$ cat src/rtl/lcd_pkg.sv
// lcd_pkg: stream entry type, coordinate and pixel count types, register map, panel commands
`default_nettype none

package lcd_pkg;

    // one word on the panel bus
    typedef struct packed {
        logic        rs;    // 0 command, 1 data
        logic [15:0] data;
    } lcd_entry_t;

    typedef logic [9:0]  coord_t;   // screen coordinate
    typedef logic [19:0] pix_cnt_t; // pixel count

    // apb register offsets
    localparam logic [7:0] REG_CTRL   = 8'h00; // bit 0 start
    localparam logic [7:0] REG_STATUS = 8'h04; // bit 0 busy, bit 1 bad_rect
    localparam logic [7:0] REG_XRANGE = 8'h08; // x0 9:0, x1 25:16
    localparam logic [7:0] REG_YRANGE = 8'h0C; // y0 9:0, y1 25:16
    localparam logic [7:0] REG_COLOR  = 8'h10;
    localparam logic [7:0] REG_PIXELS = 8'h14; // pixels of last frame

    // panel command codes
    localparam logic [15:0] CMD_CASET = 16'h002A; // column address set
    localparam logic [15:0] CMD_PASET = 16'h002B; // page (row) address set
    localparam logic [15:0] CMD_RAMWR = 16'h002C; // memory write

endpackage

`default_nettype wire

$ cat src/rtl/lcd_stream_if.sv
// lcd_stream_if: valid/ready stream of panel entries with src and dst modports
`default_nettype none

interface lcd_stream_if;

    logic                valid;
    logic                ready;
    lcd_pkg::lcd_entry_t entry;
    logic                last;  // final pixel of a frame

    modport src (
        output valid,
        output entry,
        output last,
        input  ready
    );

    modport dst (
        input  valid,
        input  entry,
        input  last,
        output ready
    );

endinterface

`default_nettype wire

$ cat src/rtl/lcd_apb_regs.sv
// lcd_apb_regs: apb slave with rectangle, color, start, status and pixel count registers
`default_nettype none

module lcd_apb_regs (
    input  wire                pclk,
    input  wire                rst_n,
    input  wire                psel_i,
    input  wire                penable_i,
    input  wire                pwrite_i,
    input  wire [7:0]          paddr_i,
    input  wire [31:0]         pwdata_i,
    input  wire                frame_done_i,
    input  wire lcd_pkg::pix_cnt_t pix_sent_i,
    output logic [31:0]        prdata_o,
    output logic               pready_o,
    output logic               pslverr_o,
    output logic               start_o,
    output lcd_pkg::coord_t    x0_o,
    output lcd_pkg::coord_t    x1_o,
    output lcd_pkg::coord_t    y0_o,
    output lcd_pkg::coord_t    y1_o,
    output logic [15:0]        color_o
);

    logic              access;
    logic              wr_en;
    logic              addr_ok;
    logic              wr_ro;      // write to a read-only register
    logic              start_req;
    logic              rect_ok;
    logic              busy;
    logic              bad_rect;
    lcd_pkg::pix_cnt_t pixels;

    assign access    = psel_i & penable_i;
    assign wr_en     = access & pwrite_i;
    assign rect_ok   = (x0_o <= x1_o) && (y0_o <= y1_o);
    assign start_req = wr_en && (paddr_i == lcd_pkg::REG_CTRL) && pwdata_i[0];
    assign wr_ro     = pwrite_i && (paddr_i == lcd_pkg::REG_STATUS ||
                                    paddr_i == lcd_pkg::REG_PIXELS);

    assign pready_o  = 1'b1; // no wait states
    assign pslverr_o = access & (~addr_ok | wr_ro | (start_req & busy));

    always_comb begin
        addr_ok  = 1'b1;
        prdata_o = 32'h0;
        case (paddr_i)
            lcd_pkg::REG_CTRL:   prdata_o = 32'h0; // write only
            lcd_pkg::REG_STATUS: prdata_o = {30'h0, bad_rect, busy};
            lcd_pkg::REG_XRANGE: prdata_o = {6'h0, x1_o, 6'h0, x0_o};
            lcd_pkg::REG_YRANGE: prdata_o = {6'h0, y1_o, 6'h0, y0_o};
            lcd_pkg::REG_COLOR:  prdata_o = {16'h0, color_o};
            lcd_pkg::REG_PIXELS: prdata_o = {12'h0, pixels};
            default:             addr_ok  = 1'b0;
        endcase
    end

    always_ff @(posedge pclk) begin
        if (!rst_n) begin
            x0_o     <= '0;
            x1_o     <= '0;
            y0_o     <= '0;
            y1_o     <= '0;
            color_o  <= '0;
            busy     <= 1'b0;
            bad_rect <= 1'b0;
            start_o  <= 1'b0;
            pixels   <= '0;
        end else begin
            start_o <= 1'b0;

            // rectangle and color are frozen while a frame runs
            if (wr_en && !busy) begin
                case (paddr_i)
                    lcd_pkg::REG_XRANGE: begin
                        x0_o <= pwdata_i[9:0];
                        x1_o <= pwdata_i[25:16];
                    end
                    lcd_pkg::REG_YRANGE: begin
                        y0_o <= pwdata_i[9:0];
                        y1_o <= pwdata_i[25:16];
                    end
                    lcd_pkg::REG_COLOR: color_o <= pwdata_i[15:0];
                    default: ;
                endcase
            end

            if (start_req && !busy) begin
                if (rect_ok) begin
                    start_o  <= 1'b1;
                    busy     <= 1'b1;
                    bad_rect <= 1'b0;
                end else begin
                    bad_rect <= 1'b1; // inverted rectangle, nothing drawn
                end
            end

            if (frame_done_i) begin
                busy   <= 1'b0;
                pixels <= pix_sent_i;
            end
        end
    end

endmodule

`default_nettype wire

$ cat src/rtl/lcd_cmd_gen.sv
// lcd_cmd_gen: turns a draw request into the caset/paset/ramwr command and pixel stream
`default_nettype none

module lcd_cmd_gen (
    input  wire                  pclk,
    input  wire                  rst_n,
    input  wire                  start_i,
    input  wire lcd_pkg::coord_t x0_i,
    input  wire lcd_pkg::coord_t x1_i,
    input  wire lcd_pkg::coord_t y0_i,
    input  wire lcd_pkg::coord_t y1_i,
    input  wire [15:0]           color_i,
    lcd_stream_if.src            out_s
);

    typedef enum logic [3:0] {
        IDLE,
        CASET,
        X0,
        X1,
        PASET,
        Y0,
        Y1,
        RAMWR,
        PIXELS
    } gen_state_t;

    gen_state_t        state;
    lcd_pkg::pix_cnt_t pix_left;  // pixels still to send, minus one
    logic [10:0]       width;
    logic [10:0]       height;
    logic [21:0]       area_m1;
    logic              xfer;

    // coordinates stay stable while busy, so they are read straight from the inputs
    assign width   = {1'b0, x1_i} - {1'b0, x0_i} + 11'd1;
    assign height  = {1'b0, y1_i} - {1'b0, y0_i} + 11'd1;
    assign area_m1 = width * height - 22'd1;

    assign xfer = out_s.valid & out_s.ready;

    assign out_s.valid = (state != IDLE);
    assign out_s.last  = (state == PIXELS) && (pix_left == '0);

    always_comb begin
        out_s.entry.rs   = 1'b1;
        out_s.entry.data = 16'h0;
        case (state)
            CASET: begin
                out_s.entry.rs   = 1'b0;
                out_s.entry.data = lcd_pkg::CMD_CASET;
            end
            X0:    out_s.entry.data = {6'h0, x0_i};
            X1:    out_s.entry.data = {6'h0, x1_i};
            PASET: begin
                out_s.entry.rs   = 1'b0;
                out_s.entry.data = lcd_pkg::CMD_PASET;
            end
            Y0:    out_s.entry.data = {6'h0, y0_i};
            Y1:    out_s.entry.data = {6'h0, y1_i};
            RAMWR: begin
                out_s.entry.rs   = 1'b0;
                out_s.entry.data = lcd_pkg::CMD_RAMWR;
            end
            PIXELS: out_s.entry.data = color_i;
            default: ;
        endcase
    end

    always_ff @(posedge pclk) begin
        if (!rst_n) begin
            state    <= IDLE;
            pix_left <= '0;
        end else begin
            case (state)
                IDLE: begin
                    if (start_i) begin
                        state    <= CASET;
                        pix_left <= area_m1[19:0];
                    end
                end
                CASET:  if (xfer) state <= X0;
                X0:     if (xfer) state <= X1;
                X1:     if (xfer) state <= PASET;
                PASET:  if (xfer) state <= Y0;
                Y0:     if (xfer) state <= Y1;
                Y1:     if (xfer) state <= RAMWR;
                RAMWR:  if (xfer) state <= PIXELS;
                PIXELS: begin
                    if (xfer) begin
                        if (pix_left == '0) begin
                            state <= IDLE; // frame fully handed off
                        end else begin
                            pix_left <= pix_left - 1'b1;
                        end
                    end
                end
                default: state <= IDLE;
            endcase
        end
    end

endmodule

`default_nettype wire

$ cat src/rtl/lcd_cmd_fifo.sv
// lcd_cmd_fifo: synchronous circular-buffer fifo between stream producer and consumer
`default_nettype none

module lcd_cmd_fifo #(
    parameter int DEPTH = 8  // power of two
) (
    input  wire       pclk,
    input  wire       rst_n,
    lcd_stream_if.dst in_s,
    lcd_stream_if.src out_s
);

    localparam int AW = $clog2(DEPTH);

    lcd_pkg::lcd_entry_t mem_entry [DEPTH];
    logic                mem_last  [DEPTH];

    logic [AW:0] wr_ptr;  // msb is the wrap bit
    logic [AW:0] rd_ptr;
    logic        full;
    logic        empty;
    logic        push;
    logic        pop;

    assign empty = (wr_ptr == rd_ptr);
    assign full  = (wr_ptr[AW] != rd_ptr[AW]) && (wr_ptr[AW-1:0] == rd_ptr[AW-1:0]);

    assign push = in_s.valid & in_s.ready;
    assign pop  = out_s.valid & out_s.ready;

    assign in_s.ready  = ~full;
    assign out_s.valid = ~empty;
    assign out_s.entry = mem_entry[rd_ptr[AW-1:0]];
    assign out_s.last  = mem_last[rd_ptr[AW-1:0]];

    always_ff @(posedge pclk) begin
        if (push) begin
            mem_entry[wr_ptr[AW-1:0]] <= in_s.entry;
            mem_last[wr_ptr[AW-1:0]]  <= in_s.last;
        end
    end

    always_ff @(posedge pclk) begin
        if (!rst_n) begin
            wr_ptr <= '0;
            rd_ptr <= '0;
        end else begin
            if (push) begin
                wr_ptr <= wr_ptr + 1'b1;
            end
            if (pop) begin
                rd_ptr <= rd_ptr + 1'b1;
            end
        end
    end

endmodule

`default_nettype wire

$ cat src/rtl/lcd_bus_writer.sv
// lcd_bus_writer: drives 8080-style panel write cycles from stream entries
`default_nettype none

module lcd_bus_writer #(
    parameter int WR_LOW_CYCLES  = 2,
    parameter int WR_HIGH_CYCLES = 2
) (
    input  wire               pclk,
    input  wire               rst_n,
    lcd_stream_if.dst         in_s,
    output logic              lcd_cs_n_o,
    output logic              lcd_rs_o,
    output logic              lcd_wr_n_o,
    output logic [15:0]       lcd_data_o,
    output logic              frame_done_o,
    output lcd_pkg::pix_cnt_t pix_sent_o
);

    localparam int PERIOD = WR_LOW_CYCLES + WR_HIGH_CYCLES;
    localparam int PW     = $clog2(PERIOD);

    logic          active;    // an entry is on the bus
    logic [PW-1:0] phase;     // position inside the strobe period
    logic          cur_last;
    logic          in_pixels; // past ramwr, data words are pixels
    logic          end_high;
    logic          accept;

    assign end_high = active && (phase == PW'(PERIOD - 1));
    // hold off the next frame until cs has been released
    assign in_s.ready = !active || (end_high && !cur_last);
    assign accept     = in_s.valid & in_s.ready;

    always_ff @(posedge pclk) begin
        if (!rst_n) begin
            active       <= 1'b0;
            phase        <= '0;
            cur_last     <= 1'b0;
            in_pixels    <= 1'b0;
            lcd_cs_n_o   <= 1'b1;
            lcd_wr_n_o   <= 1'b1;
            lcd_rs_o     <= 1'b0;
            lcd_data_o   <= '0;
            frame_done_o <= 1'b0;
            pix_sent_o   <= '0;
        end else begin
            frame_done_o <= 1'b0;

            if (active) begin
                phase <= phase + 1'b1;
                if (phase == PW'(WR_LOW_CYCLES - 1)) begin
                    lcd_wr_n_o <= 1'b1; // panel latches here
                end
            end

            if (end_high && !accept) begin
                active <= 1'b0;
                if (cur_last) begin
                    lcd_cs_n_o   <= 1'b1;
                    frame_done_o <= 1'b1;
                end
            end

            if (accept) begin
                active     <= 1'b1;
                phase      <= '0;
                cur_last   <= in_s.last;
                lcd_cs_n_o <= 1'b0;
                lcd_wr_n_o <= 1'b0;
                lcd_rs_o   <= in_s.entry.rs;
                lcd_data_o <= in_s.entry.data;
                if (!in_s.entry.rs) begin
                    // a ramwr opens the pixel run and restarts the count
                    in_pixels <= (in_s.entry.data == lcd_pkg::CMD_RAMWR);
                    if (in_s.entry.data == lcd_pkg::CMD_RAMWR) begin
                        pix_sent_o <= '0;
                    end
                end else if (in_pixels) begin
                    pix_sent_o <= pix_sent_o + 1'b1;
                end
            end
        end
    end

endmodule

`default_nettype wire

$ cat src/rtl/lcd_draw_top.sv
// lcd_draw_top: apb registers, command generator, fifo and panel bus writer
`default_nettype none

module lcd_draw_top #(
    parameter int FIFO_DEPTH     = 8,
    parameter int WR_LOW_CYCLES  = 2,
    parameter int WR_HIGH_CYCLES = 2
) (
    input  wire         pclk,
    input  wire         rst_n,
    input  wire         psel_i,
    input  wire         penable_i,
    input  wire         pwrite_i,
    input  wire [7:0]   paddr_i,
    input  wire [31:0]  pwdata_i,
    output logic [31:0] prdata_o,
    output logic        pready_o,
    output logic        pslverr_o,
    output logic        lcd_cs_n_o,
    output logic        lcd_rs_o,
    output logic        lcd_wr_n_o,
    output logic [15:0] lcd_data_o
);

    logic              start;
    lcd_pkg::coord_t   x0;
    lcd_pkg::coord_t   x1;
    lcd_pkg::coord_t   y0;
    lcd_pkg::coord_t   y1;
    logic [15:0]       color;
    logic              frame_done;
    lcd_pkg::pix_cnt_t pix_sent;

    lcd_stream_if gen_s ();  // generator to fifo
    lcd_stream_if wr_s ();   // fifo to writer

    lcd_apb_regs lcd_apb_regs_inst (
        .pclk         (pclk),
        .rst_n        (rst_n),
        .psel_i       (psel_i),
        .penable_i    (penable_i),
        .pwrite_i     (pwrite_i),
        .paddr_i      (paddr_i),
        .pwdata_i     (pwdata_i),
        .frame_done_i (frame_done),
        .pix_sent_i   (pix_sent),
        .prdata_o     (prdata_o),
        .pready_o     (pready_o),
        .pslverr_o    (pslverr_o),
        .start_o      (start),
        .x0_o         (x0),
        .x1_o         (x1),
        .y0_o         (y0),
        .y1_o         (y1),
        .color_o      (color)
    );

    lcd_cmd_gen lcd_cmd_gen_inst (
        .pclk    (pclk),
        .rst_n   (rst_n),
        .start_i (start),
        .x0_i    (x0),
        .x1_i    (x1),
        .y0_i    (y0),
        .y1_i    (y1),
        .color_i (color),
        .out_s   (gen_s.src)
    );

    lcd_cmd_fifo #(
        .DEPTH (FIFO_DEPTH)
    ) lcd_cmd_fifo_inst (
        .pclk  (pclk),
        .rst_n (rst_n),
        .in_s  (gen_s.dst),
        .out_s (wr_s.src)
    );

    lcd_bus_writer #(
        .WR_LOW_CYCLES  (WR_LOW_CYCLES),
        .WR_HIGH_CYCLES (WR_HIGH_CYCLES)
    ) lcd_bus_writer_inst (
        .pclk         (pclk),
        .rst_n        (rst_n),
        .in_s         (wr_s.dst),
        .lcd_cs_n_o   (lcd_cs_n_o),
        .lcd_rs_o     (lcd_rs_o),
        .lcd_wr_n_o   (lcd_wr_n_o),
        .lcd_data_o   (lcd_data_o),
        .frame_done_o (frame_done),
        .pix_sent_o   (pix_sent)
    );

endmodule

`default_nettype wire

$ cat config.mk
export PLATFORM = sky130hd
export DESIGN_NAME = lcd_draw_top
export DESIGN_NICKNAME = d
export VERILOG_FILES = /design/src/rtl/lcd_pkg.sv /design/src/rtl/lcd_stream_if.sv /design/src/rtl/lcd_apb_regs.sv /design/src/rtl/lcd_cmd_gen.sv /design/src/rtl/lcd_cmd_fifo.sv /design/src/rtl/lcd_bus_writer.sv /design/src/rtl/lcd_draw_top.sv
export SDC_FILE = /design/constraint.sdc
export NUM_CORES = 1
export LEC_CHECK = 0
export BUFFER_PORTS_ARGS = -buffer_cell sky130_fd_sc_hd__buf_2
export CAP_MARGIN = 20
export CELL_PAD_IN_SITES_DETAIL_PLACEMENT = 0
export CELL_PAD_IN_SITES_GLOBAL_PLACEMENT = 1
export CORE_UTILIZATION = 50
export DETAILED_ROUTE_END_ITERATION = 7
export PLACE_DENSITY_LB_ADDON = 0.1
export RECOVER_POWER = 100
export REMOVE_ABC_BUFFERS = 1
export SKIP_CTS_REPAIR_TIMING = 1
export SLEW_MARGIN = 20
export SYNTH_ARGS = -nofsm -noshare
export SYNTH_HDL_FRONTEND = slang
export SYNTH_SLANG_ARGS = --single-unit
$ cat constraint.sdc
create_clock -name pclk -period 19.3 [get_ports pclk]
set_input_delay 5.79 -clock pclk [delete_from_list [all_inputs] [get_ports pclk]]
set_output_delay 5.79 -clock pclk [all_outputs]
set_load 0.005 [all_outputs]
==> results.toml <==
[critical_path]
arrival_ps = 8000
crit_required_ps = 13510
worst-path-buf-inv = 2
r2r_slack_ps = 11130
crit_chain = "buf_2, or4_1, nor2_1, nand2_1, nor2_1, a22o_1, buf_2"
critical-path-max-stage-delay_ps = 530
r2r_end = "lcd_cmd_gen_inst.pix_left[16]"
cp-start-kind = "primary input"
reg2reg_from = "lcd_apb_regs_inst.y1_o[1]"
critical_path.max_fanout = 19
reg2regPathDepth = 27
critPathCaptureType = "primary output"
cp_slowest_cell = "or4_1"
critical_path_class = "in -> out"
cp-startpoint = "paddr_i[1]"
crit_family = "simple AND/OR/NAND/NOR gates"

[sta]
final_hold_viol_count = 0
slew_headroom = -1.95
hold_slack_ps = 482
period_needed_ps = 13790
rsz0062_at_grt = "no"
final.setup_skew_ps = 11.7
timing.final.crit_share = 0.715
finalSetupViolCount = 0
max_slew.worst_pin.slew_ps = 4430
max_freq_mhz = 72.5
drv_slew = 94
tns_ps = 0

[worst_hold_path]
min_to = "lcd_apb_regs_inst.x0_o[0]"
hp-class = "reg -> reg"
hp-start = "lcd_apb_regs_inst.x0_o[0]"
min_path_cells = 2

[layout]
final_cell_mix = "233 x nand2_1, 172 x inv_1, 158 x dfxtp_1"
fin_area_um2 = 20500
fin_nets = 2188
area_growth_pct = 9.28
layout_commonest_cell = "nand2_1"
n_fill_cell = 3338
drive_gt1_frac = 0.0937
num_antenna_cells = 0

[placement]
dp_hpwl_um = 33000
place_congestion = 0.829
io_buffers = 84
dpl_cell_area_um2 = 19600

[job]
drv_cap = 1

[synthesis]
async_flop_share = 0
synth_cell_types = 74
synth_edf_count = 144
yosys_warnings = 0
synth-seq-cells = 303
syn_inst = 1888
synthFlopType = "dfxtp_1"
syn_area_per_cell_um2 = 9.95
synth.yosys.seq_area_share = 0.400
synth.area.top_cells = "edfxtp_1 23%, dfxtp_1 17%, fa_1 9.8%"
syn_area_um2 = 18800
synth_top_cell_area_share = 0.230
synth_top_area_cell = "edfxtp_1"

[clock_tree]
htreeDepth = 1
cts_buffers = 31
clk_pin_slew_ps = 60
cts_tree = "yes"
worstSkewPairLatency_ps = 580
cts_sinks = 303
clockBufferDepth = 3
root_buffer = "clkbuf_16"

[status]
status = "complete, but fails checks"
violations = "max-capacitance violations, max-slew violations"

[die]
pin_count = 98
dieHeight_um = 196
die_x_um = 196
dieArea_um2 = 38300
start_util = 0.510
fp-row-count = 70
core_area_um2 = 36800

[routing]
dr.pass1.iters = 6
vias_per_cell = 5.64
drt_iter0_drc = 829
routedWlPerCell_um = 19.3
drc = 0
wirelength_um = 46800
ant_nets = 0
vias = 13700

[power]
power.leakage_uw = 0.00754
p_total_uw = 1650
vdd_ir_drop_max_v = 0.0000735
powerDensity_nw_per_um2 = 80.2

[global_routing]
met1_usage = 0.351
grt-busiest-layer = "met2"
grt_usage = 0.245
grt_max_degree = 94
grtUsageMet3 = 0.0297
grt_pass1_wl_um = 73300
met2_usage = 0.401
grt_pass1_vias = 13100
overflow = 0
antenna_found_initial = 0
[where the power goes]
group	total (uW)	switching, uW	leakage, uW	internal (uW)
Sequential	750	25.5	0.00250	724
Combinational	316	193	0.00456	124
Clock	580	258	0.000477	322
Total	1650	476	0.00754	1170
[flip-flops by register name, summed over array words and instances (netlist names), 2 cells and up, named ones only]
register and flops:
lcd_cmd_fifo_inst.wr_ptr 4, lcd_cmd_fifo_inst.mem_entry 136, lcd_bus_writer_inst.phase 2, lcd_cmd_gen_inst.state 4, lcd_apb_regs_inst.y1_o 10, lcd_apb_regs_inst.pixels 20, lcd_apb_regs_inst.x0_o 10, lcd_apb_regs_inst.y0_o 10
lcd_cmd_gen_inst.pix_left 20, lcd_bus_writer_inst.pix_sent_o 20, lcd_bus_writer_inst.lcd_data_o 16, lcd_apb_regs_inst.color_o 16, lcd_apb_regs_inst.x1_o 10, lcd_cmd_fifo_inst.rd_ptr 4, lcd_cmd_fifo_inst.mem_last 8
[tightest hold or removal path: cells and delay by family, from the launching register on]
kind | cells | cell delay [ps]
and+or+nand+nor | 1 | 60
DFF | 1 | 320
AOI/OAI and AO/OA | 1 | 50
[metal layers]
layer | up-vias | share of wire
met5 | - | 0
met4 | 0 | 0.019
met3 | 62 | 0.048
met2 | 324 | 0.47
met1 | 6737 | 0.47
li1 | 6592 | -
[worst max path at each step]
stage	cells after the start	end
4_1_cts	7	prdata_o[17]
6_report	7	prdata_o[17]
3_3_place_gp	7	prdata_o[17]
2_1_floorplan	5	prdata_o[17]
3_5_place_dp	7	prdata_o[17]
5_1_grt	7	prdata_o[18]
[cell type report]
cell class	count	area, um^2	area share
Clock inverter	24	188	0.00915
Sequential cell	303	7510	0.366
Inverter	173	651	0.0317
Tap cell	468	586	0.0285
Clock buffer	34	787	0.0384
Timing Repair Buffer	114	576	0.0280
Multi-Input combinational cell	1316	10200	0.498
[synthesized netlist by cell type, drive strengths merged, types with 20 or more instances]
cell      n
nand2   233
inv     172
dfxtp   159
nor2    152
edfxtp  144
a21oi   137
ha      112
fa       92
clkbuf   80
mux2i    74
o21ai    74
nand2b   45
mux4     36
xnor2    35
nor3     32
nor2b    30
or3      23
buf      21
a211oi   20
[kinds of logic after synthesis]
group,synth area share
fa+ha+maj,0.173
buf+inv,0.0589
flops,0.400
xor+xnor,0.0243
simple gates,0.152
compound gates,0.106
mux,0.0862
other cells,0.000400
[per-stage QoR]
stage	util	worst slack [ps]	instances
3_5_place_dp	0.533	5510	2374
2_1_floorplan	-	6290	1792
6_report	0.558	5510	2432
4_1_cts	0.560	5510	2432
3_3_place_gp	0.533	5510	2374
5_1_grt	0.558	5280	2432
No activity file was read; power rests on OpenSTA's default activity.
